$ cat config.mk
export PLATFORM = sky130hd
export DESIGN_NAME = playback_sequencer
export DESIGN_NICKNAME = d
export VERILOG_FILES = /design/src/logic/bus_pkg.sv /design/src/logic/memory_pkg.sv /design/src/logic/playback_sequencer.sv
export SDC_FILE = /design/constraint.sdc
export NUM_CORES = 1
export LEC_CHECK = 0
export BUFFER_PORTS_ARGS = -buffer_cell sky130_fd_sc_hd__buf_2
export CELL_PAD_IN_SITES_DETAIL_PLACEMENT = 0
export CELL_PAD_IN_SITES_GLOBAL_PLACEMENT = 1
export CORE_MARGIN = 2
export CORE_UTILIZATION = 37
export DETAILED_ROUTE_END_ITERATION = 12
export GPL_ROUTABILITY_DRIVEN = 0
export PLACE_DENSITY = 0.74
export SYNTH_ARGS = -nofsm -noshare
export SYNTH_HDL_FRONTEND = slang
export SYNTH_SLANG_ARGS = --single-unit
$ cat constraint.sdc
create_clock -name clock -period 1.92 [get_ports clock]
set_clock_uncertainty 0.1 [all_clocks]
set_input_delay 0.096 -clock clock [delete_from_list [all_inputs] [get_ports clock]]
set_output_delay 0.096 -clock clock [all_outputs]
set_load 0.01 [all_outputs]
$ cat src/logic/bus_pkg.sv
/*
 * host bus definitions
 * widths of the parallel host bus, halfword and word types, memory write record
 */
`default_nettype none

package bus_pkg;

	// ------------------------------------------------------------
	// host bus geometry
	localparam int BUS_WIDTH         = 16;
	localparam int HALVES_PER_WORD   = 2; // most significant half travels first
	localparam int SYNC_STAGES       = 3; // flops per host input
	localparam int ERROR_COUNT_WIDTH = 8;

	typedef logic [BUS_WIDTH-1:0]                 halfword_t;
	typedef logic [HALVES_PER_WORD*BUS_WIDTH-1:0] data_word_t;
	typedef logic [9:0]                           word_addr_t;
	typedef logic [ERROR_COUNT_WIDTH-1:0]         error_count_t;

	// position of a halfword inside the word being moved
	typedef logic [$clog2(HALVES_PER_WORD)-1:0] half_index_t;
	localparam half_index_t LAST_HALF = half_index_t'(HALVES_PER_WORD - 1);

	// one memory write, strobe high for a single clock
	typedef struct packed {
		logic       strobe;
		word_addr_t address;
		data_word_t data;
	} mem_write_t;

endpackage

`default_nettype wire

$ cat src/logic/memory_pkg.sv
/*
 * waveform memory definitions
 * memory geometry, byte addressing and the playback loop region
 */
`default_nettype none

package memory_pkg;
	import bus_pkg::*;

	localparam int MEMORY_WORDS     = 2 ** $bits(word_addr_t); // 1024
	localparam int BYTES_PER_WORD   = 4;
	localparam int BYTE_SELECT_BITS = $clog2(BYTES_PER_WORD);

	typedef logic [7:0]                                        sample_t;
	typedef logic [$bits(word_addr_t)+BYTE_SELECT_BITS-1:0]    byte_addr_t; // 12 bits

	// ------------------------------------------------------------
	// playback loop
	localparam byte_addr_t PLAYBACK_FIRST = '0;
	localparam int         PLAYBACK_BYTES = 256;
	localparam byte_addr_t PLAYBACK_LAST  = byte_addr_t'(PLAYBACK_FIRST + PLAYBACK_BYTES - 1);

endpackage

`default_nettype wire

$ cat src/logic/playback_sequencer.sv
/*
 * playback sequencer
 * loops the byte read address over the playback region, marks each loop start
 */
`timescale 1ns/1ps
`default_nettype none

module playback_sequencer
	import memory_pkg::*;
(
	input  wire logic  clock,
	input  wire logic  reset125,
	output byte_addr_t sample_address,
	output logic       sync_out
);

	logic loop_start;

	assign loop_start = sample_address == PLAYBACK_FIRST;

	always_ff @(posedge clock) begin
		if (reset125) begin
			sample_address <= PLAYBACK_FIRST;
			sync_out       <= 1'b0;
		end else begin
			if (sample_address == PLAYBACK_LAST) begin
				sample_address <= PLAYBACK_FIRST; // wrap to loop start
			end else begin
				sample_address <= sample_address + 1'b1;
			end
			sync_out <= loop_start; // matches the memory read latency
		end
	end

	// sync only follows the first byte of the loop
	sync_after_first: assert property (@(posedge clock) disable iff (reset125)
		sync_out |-> $past(sample_address) == PLAYBACK_FIRST);

endmodule

`default_nettype wire

### Word level (Yosys, flattened, before mapping)

Cells that the tools add are included.

| storage, ports and cells | value |
|---|---|
| bits in registers | 13 |
| bits of input ports | 2 |
| output and inout bits | 13 |
| logic and storage cells | 6 |

| operators by class | value |
|---|---|
| $add $sub $neg | 1 |
| eq/ne operators | 1 |
| reduce and logical (&&, ||, !) cells | 2 |

Operator list:

| cell | count |
|---|---|
| adder 12 x 1 -> 12 bit, second input constant | 1 |
| == test 12 x 8 -> 1 bit, second input constant | 1 |
| zero test 12 bit | 1 |
| OR reduction 2 bit | 1 |

### Longest topological paths before layout

Gate-level depths: netlist of run 1.

| logic depth | value |
|---|---|
| depth after elaboration | 2 |
| gate-level depth with buffers | 5 |
| mapped depth without buffers | 4 |

### Worst setup path after synthesis of run 1

Ideal clock, no wire load.

| path | value |
|---|---|
| path type | register to register |
| from | reg sample_address[0] |
| to | reg sample_address[10] |
| setup time | 0.070 ns |
| data arrival time | 1.484 ns |
| required time | 1.750 ns |
| path slack | 0.266 ns |
| stages on the path, launching flop included | 5 |
| path buffers | 0 |
| clock period less this slack | 1.654 ns |
| cell sequence | dfxtp_1 -> ha_1 -> nand4_4 -> or4_1 -> a21oi_1 |

| between the ends | value |
|---|---|
| longest elaborated chain between the ends | 2 |
| elaborated cells between the ends (all ways) | 3 |
| those cells by class | 1 x add/sub; 1 x eq/ne; 1 x reduce/logical |

RTL lines:

| item | line | source |
|---|---|---|
| start: declaration | playback_sequencer.sv:13 | `output byte_addr_t sample_address,` |
| start signal: assignment | playback_sequencer.sv:29 | `sample_address <= sample_address + 1'b1;` |
| branches (longest 2 deep; another with adder 12 x 1 -> 12 bit) | -- |  |

Several ways; the timed one is not identified.
A chain may end at the register's enable or synchronous reset.

### Final worst setup path of run 1

| path | value |
|---|---|
| from | reg sample_address[8] |
| to | reg sample_address[10] |

The elaborated chain is that of the path after synthesis.

==> results of run 1 <==
## sequential cells by signal (all words and copies together), names as in the netlist
name and cells:
sync_out 1, sample_address 12
## layout make-up
class | count | area (um2)
timing repair buffer | 19 | 110
multi-input combinational | 47 | 322
sequential | 13 | 260
tap | 16 | 20.0
clock inverter | 1 | 5.00
clock buffer | 3 | 22.5
fill | 156 | 779
inverter | 6 | 22.5
## worst min-delay path by stage
stage,startpoint,endpoint,slack (ps),cells past startpoint
5_1_grt,reset125,sample_address[6],430,3
4_1_cts,sample_address[11],sample_address[11],400,2
6_report,sample_address[11],sample_address[11],400,2
3_5_place_dp,reset125,sample_address[6],180,2
3_3_place_gp,reset125,sample_address[6],170,2
2_1_floorplan,reset125,sample_address[6],70,1
## metal layers
metal | vias to the layer above | GRT usage [%] | share of wire, %
li1 | 291 | - | -
met1 | 253 | 19.6 | 51
met2 | 11 | 19.4 | 42
met3 | 2 | 7.20 | 5.3
met4 | 0 | 7.06 | 1.6
met5 | - | 0 | 0
## cell usage after synthesis, drive strengths merged
library cell and number:
or4 5, xnor2 2, dfxtp 13, xor2 1, nor3 1, o21ai 4
nand3 6, nand4 3, a21oi 7, ha 2, inv 6, o31ai 4
buf 1, nor2 6, or3 4, nand2 2
## tightest hold or removal path, stage by stage (launching register included)
cell and delay, ps:
sky130_fd_sc_hd__dfxtp_1 340, sky130_fd_sc_hd__o31ai_1 70, sky130_fd_sc_hd__a21oi_1 60
## cells by family (layout without fill, tap and decap cells)
group | Yosys count | in the layout | share of synthesized area, %
AND/OR/NAND/NOR | 27 | 27 | 27.8
AO/OA/AOI/OAI | 15 | 15 | 16.1
flip-flops | 13 | 13 | 42.3
buffers and inverters | 7 | 29 | 5.49
XOR/XNOR | 3 | 3 | 4.27
adder cells (fa/ha/maj) | 2 | 2 | 4.06
## per-stage QoR
stage	utilization, %	hold WS, ps	worst slack, ps	total power [uW]
after floorplan	-	65.1	266	316
after CTS	49.4	402	275	513
final	49.4	403	276	504
after global placement	47.0	168	257	337
after global routing	49.4	427	216	533
after detailed placement	47.0	175	285	337
## power breakdown
part	internal [uW]	leakage [uW]	switching (uW)
registers	277	0.000106	6.00
logic	23.2	0.000206	25.0
clock network	77.4	0.0000177	95.3
==> impl_metrics.ini, run 1 <==
[run_status]
outcome = complete, no violations

[global_routing]
gr-total-overflow = 0
grt_first_pass_wirelength_um = 2070
first_global_vias = 489
track_usage_pct = 14.6
grt_max_degree = 9
antenna_found_initial = 0

[cells_and_area]
layout.cells.most_common = sky130_fd_sc_hd__buf_2
areaGrowthSynthToFinish_pct = 23.8
final_cell_count_no_fill = 105
fraction_of_final_layout_cells_sized_beyond_drive_strength_1_pct = 29.2
final_antenna_diode_count = 0
top_library_cells_by_usage_in_the_layout_fill_and_taps_aside = 14 x sky130_fd_sc_hd__buf_2, 13 x sky130_fd_sc_hd__dfxtp_1, 7 x sky130_fd_sc_hd__a21oi_1
design_area_um2 = 762
design.final.nets = 94

[cts]
clkSlewWorstSetupHoldPaths_ps = 90
cts_tree = built
cts_made_buffers = 3
cts.sinks = 13
ctsRootBufferMaster = sky130_fd_sc_hd__clkbuf_4
cts_max_path_buffers = 2
cts.hold.buffers_added = 1
htree_num_levels = 1
postcts_setup_bufs = 0
clock_latency_ps = 280
postCtsResizedCells = 0

[floorplanning]
core_region_area_um2 = 1540
die-area_um2 = 2010
dieHeight_um = 44.8
rows = 14
floorplan.io_pins = 15
initial_core_util_pct = 39.9
die_w_um = 44.8

[critical_path]
timing.critical_path.cells = or4_4 -> o31ai_4 -> buf_4 -> a21oi_1
rr_endpoint = sample_address[10]
cp_max_fo = 7
worst_ep_arrival_time_ps = 1710
worstPathRequired_ps = 1990
critical_path.startpoint_type = register
worst_path_max_delay_cell = sky130_fd_sc_hd__or4_4
critical_path_class = register to register
critical-path-top-delay-family = simple AND/OR/NAND/NOR gates
buffering_stage_count_on_the_worst_path_with_inverters_included = 1
rrSetupSlack_ps = 280
cpPeakStageDelay_ps = 570
worstReg2RegStart = sample_address[8]
worst-r2r-cell-count = 4
worst_setup_end_kind = register
setup.worst_path.end = sample_address[10]
critical_path_cell_count = 4
critical_path.startpoint = sample_address[8]

[timing]
min_period_ps = 1640
tns_ps = 0
worst_slew_pin_slew_ps = 324
fin_crit_sh_pct = 85.6
drv_slew = 0
report.final.setup_viol = 0
maxClockFrequency_ghz = 0.608
slew_limit_headroom_pct = 78.4
final-hold-violation-count = 0
setup_repair_after_global_routing_missed_its_margin = false

[power_and_ir_drop]
vdd_ir_drop_max_uv = 331
power-per-cell-area_nw_per_um2 = 661
total_leakage_power_uw = 0.000329

[route]
antenna_left = 0
first_iter_violations = 10
drt_wl_total_um = 1230
dr_total_vias = 557
drt_first_pass_iters = 4
number_of_vias_per_cell_after_detailed_routing = 5.30
route.detailed.drc = 0
wl_per_cell_um = 11.8

[hold_path]
worst_hold_path_type = register to register

[place]
placement.io_buffers = 14
postPlaceCellArea_um2 = 724
post-dp-hpwl_um = 903
dp_cells = 100

[synth]
avg_cell_area_syn_um2 = 9.19
yosysWarningCount = 0
post_synth_instance_area_um2 = 616
syn_nets = 71
synthTopCellsByArea = sky130_fd_sc_hd__dfxtp_1 42%, sky130_fd_sc_hd__a21oi_1 5.7%, sky130_fd_sc_hd__nand3_1 4.9%
number_of_instances_in_the_synthesized_netlist = 67
synth.yosys.seq_area_share_pct = 42.3
yosys_register_bits = 13
synth_top_area_share_pct = 42.3
yosysUniqueCellTypes = 20
synthDominantAreaCellType = sky130_fd_sc_hd__dfxtp_1

[flow_run]
maxCapViolations = 0
Note: power is estimated with default switching activity, not from simulation.
==> run 2: changes to the inputs <==
Settings changed: CORE_UTILIZATION 37 to 35, MAX_ROUTING_LAYER from default to met4, PLACE_DENSITY 0.74 to 0.7.
==> impl_metrics.ini, run 2 (synthesis gave the netlist of run 1 again) <==
[global_routing]
grt_max_degree = 9
antenna_found_initial = 0
gr-total-overflow = 0
track_usage_pct = 16.0
first_global_vias = 517
grt_first_pass_wirelength_um = 2260

[cells_and_area]
largest_register = sample_address
layout.cells.most_common = sky130_fd_sc_hd__buf_2
final_antenna_diode_count = 0
areaGrowthSynthToFinish_pct = 23.8
design.final.nets = 94
largestRegisters = sample_address: 12 flops, sync_out: 1 flops
largest_register_ffs = 12
top_library_cells_by_usage_in_the_layout_fill_and_taps_aside = 14 x sky130_fd_sc_hd__buf_2, 13 x sky130_fd_sc_hd__dfxtp_1, 7 x sky130_fd_sc_hd__a21oi_1
fraction_of_final_layout_cells_sized_beyond_drive_strength_1_pct = 28.1
fillCellCount = 182
design_area_um2 = 762

[cts]
ctsRootBufferMaster = sky130_fd_sc_hd__clkbuf_4
postcts_setup_bufs = 0
clkSlewWorstSetupHoldPaths_ps = 80
cts_tree = built
cts_max_path_buffers = 2
cts.sinks = 13
cts_made_buffers = 3
clock_latency_ps = 270
postCtsResizedCells = 0
cts.hold.buffers_added = 1
htree_num_levels = 1

[route]
route.detailed.drc = 0
number_of_vias_per_cell_after_detailed_routing = 5.42
antenna_left = 0
wl_per_cell_um = 12.9
dr_total_vias = 574
drt_first_pass_iters = 4
drt_wl_total_um = 1360
first_iter_violations = 6

[floorplanning]
floorplan.io_pins = 15
rows = 15
initial_core_util_pct = 36.4
die-area_um2 = 2110
core_region_area_um2 = 1690
dieHeight_um = 45.9
die_w_um = 45.9

[timing]
maxClockFrequency_ghz = 0.602
drv_slew = 0
final-hold-violation-count = 0
slew_limit_headroom_pct = 79.1
tns_ps = 0
fin_crit_sh_pct = 86.6
setup_repair_after_global_routing_missed_its_margin = false
final_worst_path_setup_slack_ps = 258
min_period_ps = 1660
report.final.setup_viol = 0
worst_slew_pin_slew_ps = 312

[run_status]
outcome = complete, no violations

[power_and_ir_drop]
power-per-cell-area_nw_per_um2 = 657
vdd_ir_drop_max_uv = 329
total_power_uw = 501
total_leakage_power_uw = 0.000326

[critical_path]
cp_max_fo = 7
worstPathRequired_ps = 1990
critical_path_class = register to register
critical_path.startpoint_type = register
worst_ep_arrival_time_ps = 1730
worst_setup_end_kind = register

[place]
placement.io_buffers = 14
place_ws_ps = 268
postPlaceCellArea_um2 = 726

[hold_path]
worst_hold_path_type = register to register

[flow_run]
maxCapViolations = 0
-- run 2: layout make-up --
| class | instances | area, um2 | area share [%] |
|---|---|---|---|
| tap | 17 | 21.3 | 2.79 |
| sequential | 13 | 260 | 34.2 |
| timing repair buffer | 19 | 110 | 14.4 |
| inverter | 6 | 22.5 | 2.96 |
| clock buffer | 4 | 26.3 | 3.45 |
| multi-input combinational | 47 | 322 | 42.2 |
-- run 2: metrics by stage --
stage / std cells / util, % / hold slack [ps]
after global placement: 101 / 43.0 / 169
after detailed placement: 101 / 43.0 / 186
after CTS: 106 / 45.1 / 396
after floorplan: 67 / - / 65.1
after global routing: 106 / 45.1 / 428
final: 106 / 45.1 / 405
-- run 2: worst max-delay path: stages, from the launching register on --
cell                      delay [ps]
sky130_fd_sc_hd__dfxtp_1         360
sky130_fd_sc_hd__or4_4           580
sky130_fd_sc_hd__o31ai_4         280
sky130_fd_sc_hd__buf_4           190
sky130_fd_sc_hd__nor2_1           50
-- run 2: path summary, 6_finish.rpt --
path | start | to | slack, ps | cells after the start
hold reg to reg | sample_address[11] | sample_address[11] | 410 | 2
setup reg to reg | sample_address[8] | sample_address[2] | 260 | 4
hold / removal | sample_address[11] | sample_address[11] | 410 | 2
setup / recovery | sample_address[8] | sample_address[2] | 260 | 4
-- run 2: power by group --
group | total, uW | internal, uW | switching, uW
logic | 48.7 | 23.3 | 25.3
clock network | 169 | 80.5 | 88.7
registers | 283 | 277 | 6.03
-- run 2: routing by layer --
metal  part of all wire, %  track usage (%)
met4                   2.2             8.57
met2                    48             23.3
met5                     0                -
met3                   3.5             3.57
met1                    46             20.2
