### config.mk
export PLATFORM = sky130hd
export DESIGN_NAME = host_bus_slave
export DESIGN_NICKNAME = d
export VERILOG_FILES = /design/src/logic/bus_pkg.sv /design/src/logic/host_bus_slave.sv
export SDC_FILE = /design/constraint.sdc
export NUM_CORES = 1
export LEC_CHECK = 0
export BUFFER_PORTS_ARGS = -buffer_cell sky130_fd_sc_hd__buf_2
export CAP_MARGIN = 15
export CORE_MARGIN = 4
export CORE_UTILIZATION = 57
export CTS_BUF_LIST = sky130_fd_sc_hd__clkbuf_16
export CTS_CLUSTER_SIZE = 10
export DETAILED_ROUTE_END_ITERATION = 10
export PLACE_DENSITY = 0.84
export SYNTH_ARGS = -nofsm -noshare
export SYNTH_HDL_FRONTEND = slang
export SYNTH_SLANG_ARGS = --single-unit
### constraint.sdc
create_clock -name clock -period 7.7 [get_ports clock]
set_input_delay 1.54 -clock clock [delete_from_list [all_inputs] [get_ports clock]]
set_output_delay 1.54 -clock clock [all_outputs]
set_load 0.1 [all_outputs]
### src/logic/bus_pkg.sv
/*
 * host bus definitions
 * widths of the parallel host bus, halfword and word types, memory write record
 */
`default_nettype none

package bus_pkg;

	// ------------------------------------------------------------
	// host bus geometry
	localparam int BUS_WIDTH         = 16;
	localparam int HALVES_PER_WORD   = 2; // most significant half travels first
	localparam int SYNC_STAGES       = 3; // flops per host input
	localparam int ERROR_COUNT_WIDTH = 8;

	typedef logic [BUS_WIDTH-1:0]                 halfword_t;
	typedef logic [HALVES_PER_WORD*BUS_WIDTH-1:0] data_word_t;
	typedef logic [9:0]                           word_addr_t;
	typedef logic [ERROR_COUNT_WIDTH-1:0]         error_count_t;

	// position of a halfword inside the word being moved
	typedef logic [$clog2(HALVES_PER_WORD)-1:0] half_index_t;
	localparam half_index_t LAST_HALF = half_index_t'(HALVES_PER_WORD - 1);

	// one memory write, strobe high for a single clock
	typedef struct packed {
		logic       strobe;
		word_addr_t address;
		data_word_t data;
	} mem_write_t;

endpackage

`default_nettype wire

### src/logic/host_bus_slave.sv
/*
 * host bus slave
 * synchronizes the host strobes, loads the word address, builds and reads back
 * 32-bit words as two halfwords and counts discarded partial words
 */
`timescale 1ns/1ps
`default_nettype none

module host_bus_slave
	import bus_pkg::*;
(
	input  wire logic   clock,
	input  wire logic   reset125,
	input  halfword_t   bus_in,
	input  wire logic   read,            // 1 read, 0 write
	input  wire logic   register_select, // 1 data, 0 address
	input  wire logic   enable,
	input  data_word_t  read_word,
	output halfword_t   bus_out,
	output logic        ack_valid,
	output mem_write_t  mem_write,
	output word_addr_t  word_address,
	output error_count_t protocol_errors
);

	typedef enum logic {
		ACCESS_IDLE,
		ACCESS_HELD // halfword accepted, waiting for enable to drop
	} access_state_t;

	// ------------------------------------------------------------
	// input synchronizers
	logic [SYNC_STAGES-1:0]        enable_sync;
	logic [SYNC_STAGES-1:0]        read_sync;
	logic [SYNC_STAGES-1:0]        select_sync;
	halfword_t [SYNC_STAGES-1:0]   bus_sync;

	always_ff @(posedge clock) begin
		if (reset125) begin
			enable_sync <= '0;
			read_sync   <= '0;
			select_sync <= '0;
		end else begin
			enable_sync <= {enable_sync[SYNC_STAGES-2:0], enable};
			read_sync   <= {read_sync[SYNC_STAGES-2:0], read};
			select_sync <= {select_sync[SYNC_STAGES-2:0], register_select};
		end
	end

	logic enable_high;
	logic enable_low;
	logic read_stable;
	logic select_stable;
	logic read_now;
	logic select_now;
	halfword_t bus_now;

	assign enable_high   = &enable_sync[SYNC_STAGES-1 -: 2];
	assign enable_low    = ~|enable_sync[SYNC_STAGES-1 -: 2];
	assign read_stable   = read_sync[SYNC_STAGES-1] == read_sync[SYNC_STAGES-2];
	assign select_stable = select_sync[SYNC_STAGES-1] == select_sync[SYNC_STAGES-2];
	assign read_now      = read_sync[SYNC_STAGES-1];
	assign select_now    = select_sync[SYNC_STAGES-1];
	assign bus_now       = bus_sync[SYNC_STAGES-1];

	// ------------------------------------------------------------
	// strobe decode
	access_state_t addr_state;
	access_state_t write_state;
	access_state_t read_state;
	half_index_t   write_index;
	half_index_t   read_index;
	logic          accept;
	logic          complete;
	logic          partial_lost;

	assign accept   = enable_high && read_stable && select_stable && !ack_valid;
	assign complete = enable_low && ack_valid;

	// a different kind of access finishes on top of a half-built word
	assign partial_lost = complete && (
		(write_state == ACCESS_HELD && read_index != '0) ||
		(read_state == ACCESS_HELD && write_index != '0) ||
		(addr_state == ACCESS_HELD && (write_index != '0 || read_index != '0)));

	// ------------------------------------------------------------
	// captured halfwords
	data_word_t write_word;
	word_addr_t address_buffer;
	halfword_t  read_half;

	assign read_half = read_word[(HALVES_PER_WORD-1-read_index)*BUS_WIDTH +: BUS_WIDTH];

	always_ff @(posedge clock) begin
		bus_sync <= {bus_sync[SYNC_STAGES-2:0], bus_in};
		if (accept && !read_now) begin
			if (select_now) begin
				write_word[(HALVES_PER_WORD-1-write_index)*BUS_WIDTH +: BUS_WIDTH] <= bus_now;
			end else begin
				address_buffer <= bus_now[$bits(word_addr_t)-1:0];
			end
		end
	end

	// ------------------------------------------------------------
	// access state machines
	always_ff @(posedge clock) begin
		if (reset125) begin
			ack_valid        <= 1'b0;
			mem_write.strobe <= 1'b0;
			word_address     <= '0;
			protocol_errors  <= '0;
			bus_out          <= '0;
			addr_state       <= ACCESS_IDLE;
			write_state      <= ACCESS_IDLE;
			read_state       <= ACCESS_IDLE;
			write_index      <= '0;
			read_index       <= '0;
		end else begin
			mem_write.strobe <= 1'b0;
			if (accept) begin
				ack_valid <= 1'b1;
				if (read_now) begin // reads always return data
					read_state <= ACCESS_HELD;
					bus_out    <= read_half;
				end else if (select_now) begin
					write_state <= ACCESS_HELD;
				end else begin
					addr_state <= ACCESS_HELD;
				end
			end else if (complete) begin
				ack_valid   <= 1'b0;
				addr_state  <= ACCESS_IDLE;
				write_state <= ACCESS_IDLE;
				read_state  <= ACCESS_IDLE;
				if (partial_lost && protocol_errors != '1) begin
					protocol_errors <= protocol_errors + 1'b1; // saturates
				end
				if (write_state == ACCESS_HELD) begin
					read_index <= '0;
					if (write_index == LAST_HALF) begin
						mem_write.strobe  <= 1'b1;
						mem_write.address <= word_address;
						mem_write.data    <= write_word;
						word_address      <= word_address + 1'b1;
						write_index       <= '0;
					end else begin
						write_index <= write_index + 1'b1;
					end
				end
				if (read_state == ACCESS_HELD) begin
					write_index <= '0;
					if (read_index == LAST_HALF) begin
						word_address <= word_address + 1'b1;
						read_index   <= '0;
					end else begin
						read_index <= read_index + 1'b1;
					end
				end
				if (addr_state == ACCESS_HELD) begin
					word_address <= address_buffer;
					write_index  <= '0;
					read_index   <= '0;
				end
			end
		end
	end

	// ------------------------------------------------------------
	// checks
	ack_drops_after_enable: assert property (@(posedge clock) disable iff (reset125)
		enable_low && $past(enable_low) |-> !ack_valid);

	write_strobe_single: assert property (@(posedge clock) disable iff (reset125)
		mem_write.strobe |=> !mem_write.strobe);

endmodule

`default_nettype wire

# After elaboration in Yosys (flattened, before gate mapping)
# Cells that the tools add are included.
# op_classes
n_addsub	7
eq_ne	7
n_shift	3
mux	25
n_bitwise	5
n_reduce_logical	31
# op_table
operator	count
10-bit two-way mux	5
43-bit two-way mux	1
32-bit negation with 34-bit output	1
16-bit by 34-bit variable shift with 32-bit output, first input constant	1
16-bit by 34-bit variable part select with 32-bit output	1
32-bit by 33-bit variable part select with 16-bit output	1
32-bit bitwise mux	1
1-bit two-way mux	18
2-bit AND reduction	6
3-bit AND reduction	4
10-bit by 1-bit adder with 10-bit output, second input constant	1
1-bit logical AND	10
8-bit by 1-bit adder with 8-bit output, second input constant	1
2-bit inequality test, second input constant	4
8-bit inequality test, second input constant	1
1-bit inverter	5
5-bit AND reduction	1
4-bit OR reduction	1
1-bit by 1-bit subtractor with 2-bit output, first input constant	2
1-bit zero test	3
1-bit logical OR	3
3-bit nonzero test	1
1-bit adder, second input constant	2
1-bit == test	2
2 further kinds	2
# totals
register_bits	182
input_bits	53
wordCells	98

# Longest topological paths before layout
# depth
depth_word	6
ltp_mapped	6
depth_no_buf	5

# Worst setup path after synthesis
# No wires, ideal clock.
# synth_timing
kind	input-to-reg
start	input port reset125
end	register mem_write[0] (netlist bit) (enable)
arrival_ps	4859
required_ps	7207
setup_slack_ps	2348
path_stages	3
n_path_buf	2
path_cell_list	clkbuf_1 clkbuf_1 nor3_1
# synth_via
elab_chain_len	2
# synth_lines
item	line_no	source
start: declaration	host_bus_slave.sv:13	input wire logic reset125,
1-bit inverter (no source line)	n/a	
5-bit AND reduction (no source line)	n/a	
end: declaration	host_bus_slave.sv:21	output mem_write_t mem_write,
# No other way between the ends.
# A chain may end at the register's enable or synchronous reset.

# Worst setup path in the final report
# layout_timing
start	register word_address[3]
end	output port word_address[3]
# layout_lines
item	line_no	source
start: declaration	host_bus_slave.sv:22	output word_addr_t word_address,
start signal: assignment	host_bus_slave.sv:145	word_address <= word_address + 1'b1;
start signal: assignment	host_bus_slave.sv:154	word_address <= word_address + 1'b1;
start signal: assignment	host_bus_slave.sv:161	word_address <= address_buffer;
# No word-level cell between the ends.

==> flow_summary.json <==
{
  "syn_avg_cell_area_um2": 14.1,
  "yosysSeqAreaShare": 0.742,
  "hp_class": "reg -> reg",
  "hold_violations": 0,
  "post_synth_mux_area_share": 0.0369,
  "rows": 37,
  "first_pass_grt_wire_length_um": 18500,
  "max_slew.worst_pin.slew_ns": 1.13,
  "placement.io_buffers": 130,
  "clock-sinks": 182,
  "max-slew-margin-rel": 0.247,
  "floorplan.die_area_mm2": 0.0123,
  "fp.dieW_um": 111,
  "slew_violations": 0,
  "synth.lib_cells_used.distinct": 52,
  "grt_overflow": 0,
  "setup_tns_after_final_layout_ns": 0,
  "clock_tree.root_cell": "clkbuf_16",
  "clk_slew_on_worst_s_h_paths_ns": 0.06,
  "postLayoutCellArea_mm2": 0.00742,
  "worstSkewPairLatency_ns": 0.42,
  "min_tclk_post_route_ns": 2.96,
  "synth_largest_area_cell": "edfxtp_1",
  "clock_tree.buffer_depth": 2,
  "critPathTopFamily": "flip-flops",
  "synth_simple_gate_area_share": 0.123,
  "flow.area_growth_from_synthesis_pct": 22.8,
  "postSynth.asyncResetShare": 0,
  "outcome": "completed",
  "critical-path-max-stage-delay_ns": 0.51,
  "routed_wire_length_per_instance_um": 15.7,
  "criticalPathCategory": "reg -> out",
  "ios": 131,
  "worst-path-max-fanout": 9,
  "synthesis.nets": 485,
  "worst_ir_drop_vdd_mv": 0.135,
  "numCtsBuffers": 17,
  "antenna_found_initial": 0,
  "powerDensity_mw_per_mm2": 264,
  "antenna_cells_inserted": 0,
  "edff_count_synth": 84,
  "power_leakage_nw": 2.78,
  "timing.clock.skew_ns": 0.00875,
  "cts_repair_resize_count": 0,
  "finalWeightedCongestion": 0.861,
  "clock.fmax_mhz": 338,
  "grtUsageTotal": 0.190,
  "worst_path_max_delay_cell": "dfxtp_1",
  "start_util": 0.585,
  "first_global_vias": 3723,
  "detailedRoute.firstIterationViolations": 236,
  "postSynthRegisterBits": 182,
  "cts_post_setup_buffers_inserted": 0,
  "final_nets": 618,
  "vias": 3790,
  "most_common_flop_cell_mapped_by_yosys": "dfxtp_1",
  "syn-cell-area_mm2": 0.00604,
  "fillCellCount": 665,
  "worst_ep_arrival_time_ns": 1.42,
  "die-height_um": 111,
  "routed_via_density": 5.32,
  "max_cap_violations": 0,
  "setup_violations": 0,
  "detailedRoute.firstPassIterationCount": 4,
  "dp_hpwl_um": 7440,
  "yosysWarningCount": 0,
  "crit_chain": "buf_2",
  "fraction_of_synthesized_cell_area_taken_by_the_top_area_cell_type": 0.417,
  "tritoncts": "yes",
  "drc": 0,
  "rsz0062_at_grt": "no",
  "fp.coreArea_mm2": 0.0103,
  "synthesis.instances": 430,
  "grt_start_max_net_pins": 57,
  "totalWireLength_um": 11200,
  "cp.required_ns": 6.16,
  "synth_top_family_by_area": "simple AND/OR/NAND/NOR gates",
  "dpl_cell_area_mm2": 0.00682,
  "layout-drive-gt1-share": 0.299,
  "setup.worst_path.end_class": "primary output",
  "synth_fa_ha_area_frac": 0.00414,
  "cts.hold.buffers_added": 0,
  "compound_cell_area_share_of_the_yosys_netlist": 0.0739,
  "worst_setup_path_start_kind": "flop",
  "path_buf_inv": 1,
  "final_min_period_over_clock_period": 0.385,
  "ys_top_cells_by_area": "edfxtp_1 (42%), dfxtp_1 (32%), mux2i_1 (3.3%)",
  "synth_xor_area_frac": 0.00290,
  "htree_num_levels": 4,
  "antenna_violating_nets_post_route": 0
}
==> synth_stat cells, types with 6 or more instances <==
| cell type | n |
|---|---|
| clkbuf_1 | 18 |
| nor3_1 | 7 |
| and2_1 | 17 |
| nand2_1 | 10 |
| mux2i_1 | 20 |
| nor2b_1 | 28 |
| a211oi_1 | 16 |
| edfxtp_1 | 84 |
| a22oi_1 | 9 |
| a31oi_1 | 6 |
| a21oi_1 | 10 |
| nor2_1 | 34 |
| dfxtp_1 | 98 |
==> placed cells by master, fill, tap and decap left out, types with 3 or more instances in the layout <==
master      Yosys  layout
mux2i_1        20      20
nand2b_1        3       3
clkbuf_16       0      17
a21oi_1        10      10
or4_1           5       5
o22ai_1         3       3
nor2b_1        28      28
a22oi_1         9       9
nor2_1         34      34
o21ai_1         3       3
nand4_1         4       4
nand3_1         4       4
buf_2           2     130
nand3b_1        3       3
a31oi_1         6       6
inv_6           0       3
nand2_1        10      10
nor3_1          7       6
and2_1         17      17
a211oi_1       16      16
edfxtp_1       84      84
inv_1           3       3
clkinvlp_4      0       4
dfxtp_1        98      98
buf_4           0       5
o21ai_0         3       3
or3_1           3       3
nor4_1          3       3
==> worst reg2reg max path, delay by kind of cell, from the launching register on <==
kind / cells / cell delay, ns
DFF: 1 / 1.06
and+or+nand+nor: 2 / 1.06
AOI/OAI and AO/OA: 2 / 0.52
==> flip-flops by register name, indices dropped and copies added, names as in the netlist, 3 cells and up <==
signal	cells
bus_sync	32
select_sync	3
mem_write	43
bus_now	16
address_buffer	10
read_sync	3
bus_out	16
word_address	10
enable_sync	3
protocol_errors	8
write_word	32
==> logic make-up (layout without fill, tap and decap cells) <==
family                   after synthesis  after routing
AND/OR/NAND/NOR                      133            133
buffers and inverters                 26            172
multiplexers                          22             22
AO/OA/AOI/OAI                         63             63
XOR/XNOR                               2              2
flip-flops                           182            182
adder cells (fa/ha/maj)                2              2
==> power breakdown <==
group / total (mW) / switching (mW) / internal, mW
logic: 0.0917 / 0.0645 / 0.0272
clock network: 0.818 / 0.365 / 0.452
registers: 1.05 / 0.0191 / 1.03
total: 1.96 / 0.449 / 1.51
==> stage by stage <==
stage                     setup slack (ns)  total power, mW  hold WS, ns  instances  utilization
after CTS                             4.71             1.97        0.327        711        0.716
after global routing                  4.69             2.03        0.331        712        0.719
after floorplan                       2.35             1.13        0.310        430            -
final                                 4.74             1.96        0.327        712        0.719
after detailed placement              4.67             1.16        0.312        679        0.661
after global placement                4.71             1.16        0.311        679        0.661
==> routing by layer <==
layer / track usage / vias up / share of wire
met5: 0 / - / 0
met4: 0.0903 / 0 / 0.025
met3: 0.0546 / 21 / 0.075
met2: 0.315 / 154 / 0.51
met1: 0.229 / 1774 / 0.39
li1: - / 1841 / -
==> worst paths after layout <==
check | startpoint | to | slack [ns] | depth (start not counted)
worst max-delay path | word_address[3]$_SDFFE_PP0P_ | word_address[3] | 4.74 | 1
worst min-delay path | bus_sync[1]$_DFF_P_ | bus_sync[17]$_DFF_P_ | 0.33 | 0
worst max register to register | read_index$_SDFFE_PP0P_ | word_address[6]$_SDFFE_PP0P_ | 4.98 | 4
worst min register to register | bus_sync[1]$_DFF_P_ | bus_sync[17]$_DFF_P_ | 0.33 | 0
==> final cells by class <==
type	instances	area, um^2	share of cell area
clock inverter	15	146	0.0197
tap	136	170	0.0229
multi-input combinational	222	1460	0.197
timing repair buffer	136	716	0.0965
clock buffer	17	425	0.0573
sequential	182	4480	0.604
inverter	4	15.0	0.00202
Note: power is estimated with default switching activity, not from simulation.
